[config.mk]
export PLATFORM = sky130hd
export DESIGN_NAME = trs_io_top
export DESIGN_NICKNAME = d
export VERILOG_FILES = /design/src/esp_link_pkg.sv /design/src/flash_pkg.sv /design/src/esp_cmd_parser.sv /design/src/esp_spi_slave.sv /design/src/flash_arbiter.sv /design/src/flash_spi_master.sv /design/src/trs_io_top.sv /design/src/z80_io_port.sv
export VERILOG_INCLUDE_DIRS = /design/src
export SDC_FILE = /design/constraint.sdc
export NUM_CORES = 1
export LEC_CHECK = 0
export BUFFER_PORTS_ARGS = -buffer_cell sky130_fd_sc_hd__buf_2
export CAP_MARGIN = 20
export CORE_UTILIZATION = 35
export CTS_CLUSTER_SIZE = 30
export DETAILED_ROUTE_END_ITERATION = 8
export PLACE_DENSITY_LB_ADDON = 0.05
export SYNTH_ARGS = -nofsm -noshare
export SYNTH_HDL_FRONTEND = slang
export SYNTH_SLANG_ARGS = --single-unit
export TNS_END_PERCENT = 1
[constraint.sdc]
create_clock -name clk -period 4.5 [get_ports clk]
set_input_delay 0.9 -clock clk [delete_from_list [all_inputs] [get_ports clk]]
set_output_delay 0.9 -clock clk [all_outputs]
set_load 0.05 [all_outputs]
[src/trs_io_consts.svh]
`ifndef TRS_IO_CONSTS_SVH
`define TRS_IO_CONSTS_SVH

// reply to get_cookie, fixed marker the ESP looks for
`define TRS_IO_COOKIE 8'hAF

// major in [7:5], minor in [4:0]
`define TRS_IO_VERSION_MAJOR 3'd0
`define TRS_IO_VERSION_MINOR 5'd3
`define TRS_IO_VERSION {`TRS_IO_VERSION_MAJOR, `TRS_IO_VERSION_MINOR}

// z80 i/o ports of the config flash
`define FLASH_CTRL_PORT 8'hFC
`define FLASH_DATA_PORT 8'hFD

// clocks per flash byte, 8 sck periods of 16 clk
// loaded straight into the master counter, so its top bit is busy
`define FLASH_XFER_CYCLES 8'd128

// synchronizer stages on the esp spi pins
`define SYNC_DEPTH 3

`endif

[src/esp_link_pkg.sv]
package esp_link_pkg;

  // opcode values as the esp firmware sends them
  typedef enum logic [7:0] {
    get_cookie       = 8'd0,
    get_version      = 8'd15,
    set_led          = 8'd26,
    set_spi_ctrl_reg = 8'd29,
    set_spi_data     = 8'd30,
    get_spi_data     = 8'd31
  } esp_op_e;

  // idle waits for an opcode, read_param for the one setter argument
  typedef enum logic {
    idle       = 1'b0,
    read_param = 1'b1
  } parser_state_e;

  // one executed command
  typedef struct packed {
    esp_op_e    op;
    logic [7:0] param;
  } esp_cmd_t;

  // red sits in bit 0, as in the set_led argument
  typedef struct packed {
    logic blue;
    logic green;
    logic red;
  } led_rgb_t;

endpackage

[src/flash_pkg.sv]
package flash_pkg;

  // a control register write and/or a byte transfer start
  typedef struct packed {
    logic       ctrl_wr;
    logic       start;
    logic [7:0] data;
  } flash_req_t;

  // pins toward the configuration flash
  typedef struct packed {
    logic cs_n;
    logic sck;
    logic si;
  } flash_pins_t;

  // z80 i/o cycle as seen by the port decoder
  typedef struct packed {
    logic [7:0] addr;
    logic       rd_n;
    logic       wr_n;
    logic [7:0] wdata;
  } z80_io_t;

  typedef enum logic {
    arb_idle    = 1'b0,
    arb_pending = 1'b1
  } arb_state_e;

endpackage

[src/esp_cmd_parser.sv]
`timescale 1ns/1ps
`include "trs_io_consts.svh"

module esp_cmd_parser (
  input  logic                   clk,
  input  logic                   cass_out_sel_n,
  input  logic [7:0]             byte_in,
  input  logic                   byte_valid,
  input  logic [7:0]             flash_rdata,
  output logic [7:0]             reply,
  output esp_link_pkg::esp_cmd_t cmd,
  output logic                   cmd_valid,
  output esp_link_pkg::led_rgb_t led,
  output logic                   err_led
);

  import esp_link_pkg::*;

  parser_state_e state;
  esp_op_e       pend_op;
  logic [7:0]    getter_reply;

  // reply byte for the opcodes that take no argument
  always_comb begin
    case (byte_in)
      get_cookie:  getter_reply = `TRS_IO_COOKIE;
      get_version: getter_reply = `TRS_IO_VERSION;
      default:     getter_reply = flash_rdata;
    endcase
  end

  always_ff @(posedge clk or negedge cass_out_sel_n) begin
    if (!cass_out_sel_n) begin
      state     <= idle;
      pend_op   <= get_cookie;
      reply     <= 8'h00;
      cmd       <= '0;
      cmd_valid <= 1'b0;
      led       <= '0;
      err_led   <= 1'b0;
    end else begin
      cmd_valid <= 1'b0;
      if (byte_valid) begin
        case (state)
          idle: begin
            case (byte_in)
              get_cookie, get_version, get_spi_data: begin
                cmd.op    <= esp_op_e'(byte_in);
                cmd.param <= 8'h00;
                cmd_valid <= 1'b1;
                reply     <= getter_reply;
              end
              set_led, set_spi_ctrl_reg, set_spi_data: begin
                pend_op <= esp_op_e'(byte_in);
                state   <= read_param;
              end
              // unknown opcode leaves the error lit until reset
              default: begin
                err_led <= 1'b1;
              end
            endcase
          end
          read_param: begin
            cmd.op    <= pend_op;
            cmd.param <= byte_in;
            cmd_valid <= 1'b1;
            if (pend_op == set_led) begin
              led <= led_rgb_t'(byte_in[2:0]);
            end
            state <= idle;
          end
          default: begin
            state <= idle;
          end
        endcase
      end
    end
  end

  a_state_legal: assert property (
    @(posedge clk) disable iff (!cass_out_sel_n)
    state inside {idle, read_param}
  );

endmodule

[src/esp_spi_slave.sv]
`timescale 1ns/1ps
`include "trs_io_consts.svh"

module esp_spi_slave (
  input  logic       clk,
  input  logic       cass_out_sel_n,
  input  logic       cs_n,
  input  logic       sck,
  input  logic       mosi,
  output logic       miso,
  input  logic [7:0] reply,
  output logic [7:0] byte_in,
  output logic       byte_valid
);

  logic [`SYNC_DEPTH-1:0] cs_n_sync;
  logic [`SYNC_DEPTH-1:0] sck_sync;
  logic [`SYNC_DEPTH-1:0] mosi_sync;
  logic                   cs_active;
  logic                   sck_rise;
  logic                   sck_fall;
  logic [2:0]             bit_cnt;
  logic [7:0]             tx_shift;

  // oldest stage is the one we act on
  assign cs_active = ~cs_n_sync[`SYNC_DEPTH-1];
  assign sck_rise  = sck_sync[`SYNC_DEPTH-2] & ~sck_sync[`SYNC_DEPTH-1];
  assign sck_fall  = ~sck_sync[`SYNC_DEPTH-2] & sck_sync[`SYNC_DEPTH-1];

  always_ff @(posedge clk or negedge cass_out_sel_n) begin
    if (!cass_out_sel_n) begin
      cs_n_sync  <= '1;
      sck_sync   <= '0;
      mosi_sync  <= '0;
      bit_cnt    <= 3'd0;
      byte_in    <= 8'h00;
      byte_valid <= 1'b0;
      tx_shift   <= 8'h00;
    end else begin
      cs_n_sync  <= {cs_n_sync[`SYNC_DEPTH-2:0], cs_n};
      sck_sync   <= {sck_sync[`SYNC_DEPTH-2:0], sck};
      mosi_sync  <= {mosi_sync[`SYNC_DEPTH-2:0], mosi};
      byte_valid <= 1'b0;
      if (!cs_active) begin
        bit_cnt <= 3'd0;
      end else begin
        // msb first on rising sck
        if (sck_rise) begin
          bit_cnt <= bit_cnt + 3'd1;
          byte_in <= {byte_in[6:0], mosi_sync[`SYNC_DEPTH-1]};
          if (bit_cnt == 3'd7) begin
            byte_valid <= 1'b1;
          end
        end
        // first falling edge of a byte picks up the reply
        if (sck_fall) begin
          if (bit_cnt == 3'd1) begin
            tx_shift <= reply;
          end else begin
            tx_shift <= {tx_shift[6:0], 1'b0};
          end
        end
      end
    end
  end

  assign miso = cs_active ? tx_shift[7] : 1'b0;

  // a byte only completes inside a chip select window
  a_valid_in_frame: assert property (
    @(posedge clk) disable iff (!cass_out_sel_n)
    $rose(byte_valid) |-> $past(cs_active) && $past(sck_rise)
  );

endmodule

[src/flash_arbiter.sv]
`timescale 1ns/1ps

module flash_arbiter (
  input  logic                   clk,
  input  logic                   cass_out_sel_n,
  input  flash_pkg::flash_req_t  z80_req,
  input  esp_link_pkg::esp_cmd_t esp_cmd,
  input  logic                   esp_cmd_valid,
  input  logic                   flash_busy,
  output flash_pkg::flash_req_t  grant
);

  import esp_link_pkg::*;
  import flash_pkg::*;

  arb_state_e state;
  logic [7:0] held_data;
  logic       esp_ctrl;
  logic       esp_start;
  logic       z80_go;
  logic       z80_use;
  logic       lane_free;
  logic       esp_ctrl_go;
  logic       pend_go;
  logic       esp_go;

  assign esp_ctrl  = esp_cmd_valid && (esp_cmd.op == set_spi_ctrl_reg);
  assign esp_start = esp_cmd_valid && (esp_cmd.op == set_spi_data);

  // z80 start while busy is simply lost
  assign z80_go  = z80_req.start & ~flash_busy;
  assign z80_use = z80_req.ctrl_wr | z80_go;

  // esp ctrl write loses a same-clock collision with the z80
  assign esp_ctrl_go = esp_ctrl & ~z80_use;

  // data lane free of z80 traffic and master idle
  assign lane_free = ~flash_busy & ~z80_req.start & ~z80_req.ctrl_wr;
  assign pend_go   = (state == arb_pending) & lane_free & ~esp_ctrl;
  assign esp_go    = esp_start & lane_free & (state == arb_idle);

  assign grant.ctrl_wr = z80_req.ctrl_wr | esp_ctrl_go;
  assign grant.start   = z80_go | pend_go | esp_go;
  assign grant.data    = z80_use ? z80_req.data : (pend_go ? held_data : esp_cmd.param);

  always_ff @(posedge clk or negedge cass_out_sel_n) begin
    if (!cass_out_sel_n) begin
      state     <= arb_idle;
      held_data <= 8'h00;
    end else if (esp_start && !esp_go) begin
      // park it, a newer esp byte replaces the old one
      state     <= arb_pending;
      held_data <= esp_cmd.param;
    end else if (pend_go) begin
      state <= arb_idle;
    end
  end

  // a granted start always finds the master idle and makes it busy
  a_start_when_idle: assert property (
    @(posedge clk) disable iff (!cass_out_sel_n)
    grant.start |-> !flash_busy ##1 flash_busy
  );

endmodule

[src/flash_spi_master.sv]
`timescale 1ns/1ps
`include "trs_io_consts.svh"

module flash_spi_master (
  input  logic                   clk,
  input  logic                   cass_out_sel_n,
  input  flash_pkg::flash_req_t  grant,
  input  logic                   so,
  output flash_pkg::flash_pins_t pins,
  output logic                   busy,
  output logic [7:0]             rdata
);

  // bit 7 of the control register selects the flash
  logic       cs_sel;
  logic [7:0] shift;
  logic [7:0] count;
  logic       si_q;

  always_ff @(posedge clk or negedge cass_out_sel_n) begin
    if (!cass_out_sel_n) begin
      cs_sel <= 1'b0;
    end else if (grant.ctrl_wr) begin
      cs_sel <= grant.data[7];
    end
  end

  // count[3] is sck, count[7] is busy
  always_ff @(posedge clk or negedge cass_out_sel_n) begin
    if (!cass_out_sel_n) begin
      count <= 8'h00;
      shift <= 8'h00;
      si_q  <= 1'b0;
    end else if (count[7]) begin
      count <= count + 8'd1;
      if (count[3:0] == 4'h7) begin
        // sck rises on this edge, sample so
        shift <= {shift[6:0], so};
      end else if (count[3:0] == 4'hF) begin
        // next low half, put the next bit out
        si_q <= (count == 8'hFF) ? 1'b0 : shift[7];
      end
    end else if (grant.start) begin
      count <= `FLASH_XFER_CYCLES;
      shift <= grant.data;
      si_q  <= grant.data[7];
    end
  end

  assign busy      = count[7];
  assign rdata     = shift;
  assign pins.cs_n = ~cs_sel;
  assign pins.sck  = count[3];
  assign pins.si   = si_q;

endmodule

[src/trs_io_top.sv]
`timescale 1ns/1ps

module trs_io_top (
  input  logic                   clk,
  input  logic                   cass_out_sel_n,
  input  logic                   esp_cs_n,
  input  logic                   esp_sck,
  input  logic                   esp_mosi,
  output logic                   esp_miso,
  input  flash_pkg::z80_io_t     z80_io,
  output logic [7:0]             io_rdata,
  output esp_link_pkg::led_rgb_t led,
  output logic                   err_led,
  output flash_pkg::flash_pins_t flash,
  input  logic                   flash_so
);

  import esp_link_pkg::*;
  import flash_pkg::*;

  logic [7:0] esp_byte;
  logic       esp_byte_valid;
  logic [7:0] esp_reply;
  esp_cmd_t   esp_cmd;
  logic       esp_cmd_valid;
  flash_req_t z80_req;
  flash_req_t grant;
  logic       flash_busy;
  logic [7:0] flash_rdata;

  esp_spi_slave u_spi_slave (
    .clk            (clk),
    .cass_out_sel_n (cass_out_sel_n),
    .cs_n           (esp_cs_n),
    .sck            (esp_sck),
    .mosi           (esp_mosi),
    .miso           (esp_miso),
    .reply          (esp_reply),
    .byte_in        (esp_byte),
    .byte_valid     (esp_byte_valid)
  );

  esp_cmd_parser u_parser (
    .clk            (clk),
    .cass_out_sel_n (cass_out_sel_n),
    .byte_in        (esp_byte),
    .byte_valid     (esp_byte_valid),
    .flash_rdata    (flash_rdata),
    .reply          (esp_reply),
    .cmd            (esp_cmd),
    .cmd_valid      (esp_cmd_valid),
    .led            (led),
    .err_led        (err_led)
  );

  z80_io_port u_z80_port (
    .clk            (clk),
    .cass_out_sel_n (cass_out_sel_n),
    .bus            (z80_io),
    .flash_rdata    (flash_rdata),
    .req            (z80_req),
    .io_rdata       (io_rdata)
  );

  flash_arbiter u_arbiter (
    .clk            (clk),
    .cass_out_sel_n (cass_out_sel_n),
    .z80_req        (z80_req),
    .esp_cmd        (esp_cmd),
    .esp_cmd_valid  (esp_cmd_valid),
    .flash_busy     (flash_busy),
    .grant          (grant)
  );

  flash_spi_master u_flash (
    .clk            (clk),
    .cass_out_sel_n (cass_out_sel_n),
    .grant          (grant),
    .so             (flash_so),
    .pins           (flash),
    .busy           (flash_busy),
    .rdata          (flash_rdata)
  );

endmodule

[src/z80_io_port.sv]
`timescale 1ns/1ps
`include "trs_io_consts.svh"

module z80_io_port (
  input  logic                 clk,
  input  logic                 cass_out_sel_n,
  input  flash_pkg::z80_io_t   bus,
  input  logic [7:0]           flash_rdata,
  output flash_pkg::flash_req_t req,
  output logic [7:0]           io_rdata
);

  logic wr_n_q;
  logic wr_start;

  // write strobe just went low
  assign wr_start = wr_n_q & ~bus.wr_n;

  always_ff @(posedge clk or negedge cass_out_sel_n) begin
    if (!cass_out_sel_n) begin
      wr_n_q <= 1'b1;
      req    <= '0;
    end else begin
      wr_n_q      <= bus.wr_n;
      req.ctrl_wr <= wr_start && (bus.addr == `FLASH_CTRL_PORT);
      req.start   <= wr_start && (bus.addr == `FLASH_DATA_PORT);
      req.data    <= bus.wdata;
    end
  end

  // data port reads the shift register, anything else floats high
  always_comb begin
    if (!bus.rd_n && (bus.addr == `FLASH_DATA_PORT)) begin
      io_rdata = flash_rdata;
    end else begin
      io_rdata = 8'hFF;
    end
  end

endmodule
==> results of run 1 <==
==> flip-flops by register name, indices dropped and copies added (netlist names) <==
register	count
u_spi_slave.byte_valid	1
u_parser.cmd_valid	1
u_spi_slave.tx_shift	8
u_parser.err_led	1
u_spi_slave.mosi_sync	3
u_parser.led	3
u_arbiter.held_data	8
u_spi_slave.bit_cnt	3
u_arbiter.state	1
u_z80_port.req	10
u_parser.pend_op	8
u_flash.count	8
u_flash.cs_sel	1
u_parser.cmd	16
u_spi_slave.byte_in	8
u_flash.rdata	8
u_flash.si_q	1
u_z80_port.wr_n_q	1
u_parser.reply	8
u_parser.state	1
u_spi_slave.sck_sync	3
u_spi_slave.cs_n_sync	3
==> cells in the final DEF, fill, tap and decap left out, drive strengths merged, types with 3 or more instances in the layout <==
cell	n
o221ai	8
a22o	8
a2111oi	9
a21o	3
dfrtp	101
and2	3
o31ai	8
buf	43
clkinv	3
inv	14
clkbuf	11
or3	11
mux2	35
o21ai	20
ha	4
dfstp	4
nor3	4
nand2b	13
nand3	8
nor2b	7
nand2	30
nor2	25
mux2i	11
nor3b	3
or2	5
nand4	4
a21oi	18
==> per-layer routing <==
layer	vias to the layer above	routed length [um]
li1	1499	-
met1	1561	4905
met2	50	4497
met3	11	346
met4	0	161
met5	-	0
==> power by group through the flow <==
stage,logic [mW],clock network [mW],registers [mW]
finish,0.214,0.781,1.09
global route,0.244,0.842,1.10
CTS,0.219,0.809,1.09
detailed placement,0.219,0,1.11
global placement,0.215,0,1.11
floorplan,0.175,0,1.06
==> how the worst max path moves through the flow <==
stage | to | depth (start not counted)
2_1_floorplan | io_rdata[0] | 5
3_3_place_gp | io_rdata[1] | 8
3_5_place_dp | io_rdata[4] | 8
4_1_cts | io_rdata[4] | 8
5_1_grt | io_rdata[3] | 8
6_report | io_rdata[4] | 8
==> per-stage QoR <==
| stage | cell area [sq um] | utilization, % | hold WS [ns] |
|---|---|---|---|
| finish | 5250 | 41.27 | 0.3510 |
| global route | 5250 | 41.27 | 0.3584 |
| CTS | 5250 | 41.27 | 0.3543 |
| detailed placement | 4961 | 38.99 | 0.3387 |
| global placement | 4961 | 38.99 | 0.3349 |
| floorplan | 4621 | - | 0.3312 |
==> worst reg2reg max path: stages (launching register included) <==
cell,delay (ns)
dfrtp_1,0.84
inv_1,0.46
a2111oi_4,0.86
mux2_2,0.41
==> logic make-up after synthesis <==
logic type      Yosys count  share of synthesized area, %
mux                      46                         10.99
xor+xnor                  2                        0.3792
compound gates           83                         12.81
fa+ha+maj                 4                         1.083
flops                   105                         56.97
simple gates            123                         14.41
buf+inv                  35                         3.358
==> final cells by class <==
class	instances	area share, %
clock inverter	5	1.072
sequential	105	50.14
tap	172	4.099
clock buffer	11	4.433
inverter	14	1.001
timing repair buffer	43	4.337
multi-input combinational	258	34.91
==> impl_results.md, run 1 <==
- FILL cells: 1,269
- Pwr Total: 2.085 mW
- VDD IR-drop max: 219.3 uV
- Area occupied by registers: approximately 0.0026 sq mm
- Post-cts resize count: 0
- P_leak: between 2 and 2.5 nW
- Post-Route Skew: 0.005315 ns
- Total Routed Length: 9910 um
- Setup bufs post-CTS: 0
- Antenna cells: 0
- Area leader, netlist: dfrtp_1
- Distinct cell type count after synthesis: 52
- RSZ-0062 raised after global routing: false
- NumNets Final: about 460
- Critical Path AT: 1.97 ns
- GRT Residual Overflow: 0
- Reg clk slew, reported paths: 0.06 ns
- Worst Path Required: roughly 3.6 ns
- Synthesized flop and latch total: 105
- Detailed-router iteration count before antenna repair: 4
- Power Density: 397.1 mW/mm^2
- DP HPWL: 6773 um
- TritonCTS Buffers: 9
- Largest net degree at the start of global routing: 55
- Reg2Reg Depth: 3
- Count leader, synth: dfrtp_1
- Slowest cell on the critical path: buf_4
- Outcome: complete, no violations
- Clk_lat worst skew: about 0.35 ns
- Clock share of power: between 30% and 40%
- Clock Root Buffer: clkbuf_16
- Warnings, synthesis: 0
- Multi-input logic area: 0.001833 sq mm
- Hold Crit Endpoint: u_spi_slave.mosi_sync[2]$_DFF_PN0_
- Final hold viol count: 0
- Mean Syn Cell Area: 11.61 sq um
- Crit-path max FO: 8
- Initial antenna violation count: 0
- TNS Setup: 0 ns
- DRC: 0
- Drt wl/cell: 16.30 um
- Syn_nets: 426
- Syn Inst Count: 398
- Mapped Area: 0.004621 sq mm
- Combinational power share: between 10% and 20%
- Slew Limit Fails: 0
- Critical Path Start: z80_io[16]
- Net Sw Frac: 26.61%
- CP Cell Sequence: buf_2 > nand4_1 > nor2_1 > nand3_1 > nor3b_1 > buf_4 > nand2b_1 > buf_2
- Clk buf depth: 2
- Die height: 116.9 um
- HP Class: flop to flop
- Hold path cells: 0
- Met1 Use GR: around 22%
- Area share of the largest cell type after synthesis: 54.70%
- 1st-iter DRT viols: 209
- Worst Hold Launch: u_spi_slave.mosi_sync[1]$_DFF_PN0_
- CTS tree: yes
- Count of hold-fix buffers inserted at cts: 0
- R2r setup slk: ~1.8 ns
- Post-Place Cells: 592
- Synth top cells by count: dfrtp_1 (101), mux2_2 (34), nand2_1 (30), nor2_1 (25)
- Worst path top cell family by delay: simple AND/OR/NAND/NOR gates
- CTS sink count: 105
- Largest cells by area after synthesis: dfrtp_1 (55%), mux2_2 (8.3%), nand2_1 (2.4%)
- Fmax: 348.3 MHz
- Seq/Total Area, Yosys: a little under three fifths
- Layout overhead on the synthesized area: 13.62%
- Initial Utilization: around 36%
- Slew HR: 39.65%
- PortBufs: 39
- Number of global-route vias before repair: 3,035
- Via density per instance: 5.133
- FF-to-FF End: u_flash.rdata[7]$_DFFE_PN0P_
- Sw Pwr: 0.5547 mW
- Crit. End Element: output port
- Worst Setup Start Kind: primary input
- Period utilisation layout: 63.79%
- Die area: 0.01367 sq mm
- Met3 Use GR: under 10%
- Largest stage delay on the critical path: 0.23 ns
- Fin cells: 608
- MaxCap Viol Count: 0
- Main synth FF type: dfrtp_1
- GR Util met2: between 20% and 30%
- Fin worst setup slack: 1.629 ns
- Final setup viols: 0
- Core Area: 0.01272 sq mm
- Asr flop ratio synth: 100.0%
- Chip Width: about 120 um
- I/O pins: 40
- CP Buf/Inv Count: 3
- Kind of critical path: primary input to output port
- First-pass GRT wire length: 16,430 um
- Layout cells sized above 1: between 20% and 30%
- EDFF count, synth: 0
- Critical Path Most Common Cell: buf_2
- Routability cong.: 0.7794
- H-tree depth: 3
- Post-route ant nets: 0
- Grt peak-use layer: met2
- Cell row count: 41
- Int Pwr: 1.530 mW
- Tmin final: around 2.9 ns
- R2R Path Start: u_flash.count[7]$_DFF_PN0_
- Sequential share of power: a little over half
- DP Worst Slack: 1.602 ns
- Global Route Usage Sum: 16.17%
- Via count: 3,121
- Slew @ Worst Pin: 0.9034 ns
No activity file was read; power rests on OpenSTA's default activity.
==> inputs of run 2 (changes only) <==
==> constraint.sdc (replaced) <==
create_clock -name clk -period 2.5 [get_ports clk]
set_input_delay 0.5 -clock clk [delete_from_list [all_inputs] [get_ports clk]]
set_output_delay 0.5 -clock clk [all_outputs]
set_load 0.05 [all_outputs]
==> run 2 against run 1 <==
Against the previous run:
- first-iteration DRC count decreased by 12%
- non-clock buffer count increased by 11
- combinational power increased by 120%
- cell count increased by 1.8%
- critical path depth decreased by 3
- hold slack got worse by 0.21 ns
- worst setup slack got worse by 1.2 ns
- sequential share of layout area decreased by 1.1 points
- register-to-register slack got worse by 1.4 ns
- die area unchanged
- critical path type is now flop to flop
- critical endpoint is now u_flash.si_q$_DFFE_PN0P_
- highest routed layer unchanged
==> impl_results.md, run 2 (synthesis results as in run 1) <==
- Slew Limit Fails: 0 (unchanged)
- Biggest regs: u_parser.cmd (16), u_z80_port.req (10) (unchanged)
- Chip Width: 116.9 um (unchanged)
- FILL cells: 1,266 (was 1,269)
- Via count: 3,072 (was 3,121)
- Via density per instance: 4.963 (was 5.133)
- Kind of critical path: flop to flop (was primary input to output port)
- Antenna cells: 0 (unchanged)
- Period utilisation layout: 84.66%
- I/O pins: 40 (unchanged)
- PortBufs: 39 (unchanged)
- Max reg flops: 16 (unchanged)
- Top reg by flops: u_parser.cmd (unchanged)
- Tmin final: 2.116 ns
- Post-cts resize count: 0 (unchanged)
- TNS Setup: 0 ns (unchanged)
- Drt wl/cell: 15.86 um (was 16.30 um)
- Crit-path max FO: 8 (unchanged)
- Clk buf depth: 2 (unchanged)
- Final setup viols: 0 (unchanged)
- GRT Residual Overflow: 0 (unchanged)
- CTS tree: yes (unchanged)
- Slew @ Worst Pin: 0.7456 ns (was 0.9034 ns)
- Detailed-router iteration count before antenna repair: 4 (unchanged)
- Post-Route Skew: 0.006397 ns (was 0.005315 ns)
- Critical Path AT: 2.38 ns (was 1.97 ns)
- P_leak: 2.455 nW (was 2.385 nW)
- Utilization after layout: 42.22% (was 41.27%)
- H-tree depth: 3 (unchanged)
- CTS sink count: 105 (unchanged)
- Clk_lat worst skew: 0.35 ns (about the same)
- TritonCTS Buffers: 9 (unchanged)
- Crit. End Element: flop (was output port)
- Reg clk slew, reported paths: 0.07 ns (was 0.06 ns)
- Outcome: complete, no violations (unchanged)
- NumNets Final: 470 (was 459)
- Routability cong.: 0.7923 (was 0.7794)
- Setup bufs post-CTS: 0 (unchanged)
- Total Routed Length: 9817 um (was 9910 um)
- Layout overhead on the synthesized area: 16.25% (was 13.62%)
- DP HPWL: 6969 um (was 6773 um)
- VDD IR-drop max: 388.9 uV (was 219.3 uV)
- 1st-iter DRT viols: 184 (was 209)
- Most frequent cells in the layout: dfrtp_1 (101), buf_2 (38), mux2_2 (34) (unchanged)
- Cell row count: 41 (unchanged)
- Clock Root Buffer: clkbuf_16 (unchanged)
- Core Area: 0.01272 sq mm (unchanged)
- Final hold viol count: 0 (unchanged)
- Commonest non-fill, non-tap cell in the layout: dfrtp_1 (unchanged)
- MaxCap Viol Count: 0 (unchanged)
- DRC: 0 (unchanged)
- Post-route ant nets: 0 (unchanged)
- Fmax: 472.5 MHz
- Global Route Usage Sum: 16.14% (was 16.17%)
- Number of global-route vias before repair: 3,088 (was 3,035)
- Worst Setup Start Kind: flop (was primary input)
- First-pass GRT wire length: 16,190 um (was 16,430 um)
- Count of hold-fix buffers inserted at cts: 0 (unchanged)
- HP Class: primary input to asynchronous set/reset pin (was flop to flop)
- Die area: 0.01367 sq mm (unchanged)
- Largest net degree at the start of global routing: 42 (was 55)
- Layout cells sized above 1: 26.85% (was 24.54%)
- Initial Utilization: 36.32% (unchanged)
- Fin worst setup slack: 0.3835 ns (was 1.629 ns)
- Power Density: 711.0 mW/mm^2 (was 397.1 mW/mm^2)
- Slew HR: 50.28% (was 39.65%)
- Initial antenna violation count: 0 (unchanged)
- DP Worst Slack: 0.4066 ns (was 1.602 ns)
- Die height: 116.9 um (unchanged)
- Worst Path Required: 2.76 ns (was 3.60 ns)
- RSZ-0062 raised after global routing: false (unchanged)
-- run 2: changes by cell type in the layout (fill, tap and decap cells not counted), sizes merged --
cell and change:
buf +11, inv +2, clkbuf -2
-- run 2: layout make-up --
class                   instances  area (sq um)  area share, %
inverters                      14         52.55         0.9783
clock buffers                   9         225.2          4.193
repair buffers                 54         335.3          6.243
clock inverters                 7         77.57          1.444
flip-flops and latches        105          2633          49.01
multi-input cells             258          1833          34.13
well taps                     172         215.2          4.007
-- run 2: worst max-delay path, cell delays in order (launching register included) --
cell and delay, ns:
dfrtp_1 0.39, nand4bb_1 0.34, o21ba_2 0.33, a211o_1 0.34
or4b_1 0.55, o221ai_1 0.09
-- run 2: final timing paths --
kind,startpoint,end,slack [ns],cells past startpoint
min in group clk,esp_cs_n,u_spi_slave.cs_n_sync[0]$_DFF_PN1_,0.25,1
worst max register to register,u_parser.cmd[14]$_DFFE_PN0P_,u_flash.si_q$_DFFE_PN0P_,0.38,5
worst min register to register,u_spi_slave.mosi_sync[0]$_DFF_PN0_,u_spi_slave.mosi_sync[1]$_DFF_PN0_,0.35,0
max in group asynchronous,cass_out_sel_n,u_z80_port.wr_n_q$_DFF_PN1_,1.70,2
worst max-delay path,u_parser.cmd[14]$_DFFE_PN0P_,u_flash.si_q$_DFFE_PN0P_,0.38,5
worst min-delay path,cass_out_sel_n,u_flash.count[2]$_DFFE_PN0P_,0.14,1
-- run 2: through the flow --
stage | hold slack, ns | total power, mW | instances | instance area [sq um]
detailed placement | 0.3364 | 2.426 | 603 | 5069
floorplan | 0.2044 | 2.221 | 398 | 4621
global route | 0.1800 | 4.023 | 619 | 5371
global placement | 0.3320 | 2.419 | 603 | 5069
finish | 0.1395 | 3.819 | 619 | 5371
CTS | 0.1687 | 3.890 | 619 | 5371
-- run 2: per-layer routing --
metal / vias up / global-route usage (%) / part of all wire (%)
li1: 1512 / - / -
met1: 1500 / 21.68 / 48
met2: 53 / 25.40 / 46
met3: 7 / 4.892 / 4.3
met4: 0 / 4.304 / 1.0
met5: - / 0 / 0
-- run 2: report_power, final --
group | total, mW | switching, mW | internal (mW)
registers | 1.91 | 0.104 | 1.81
clock network | 1.44 | 0.652 | 0.786
logic | 0.470 | 0.267 | 0.203
total | 3.82 | 1.02 | 2.80
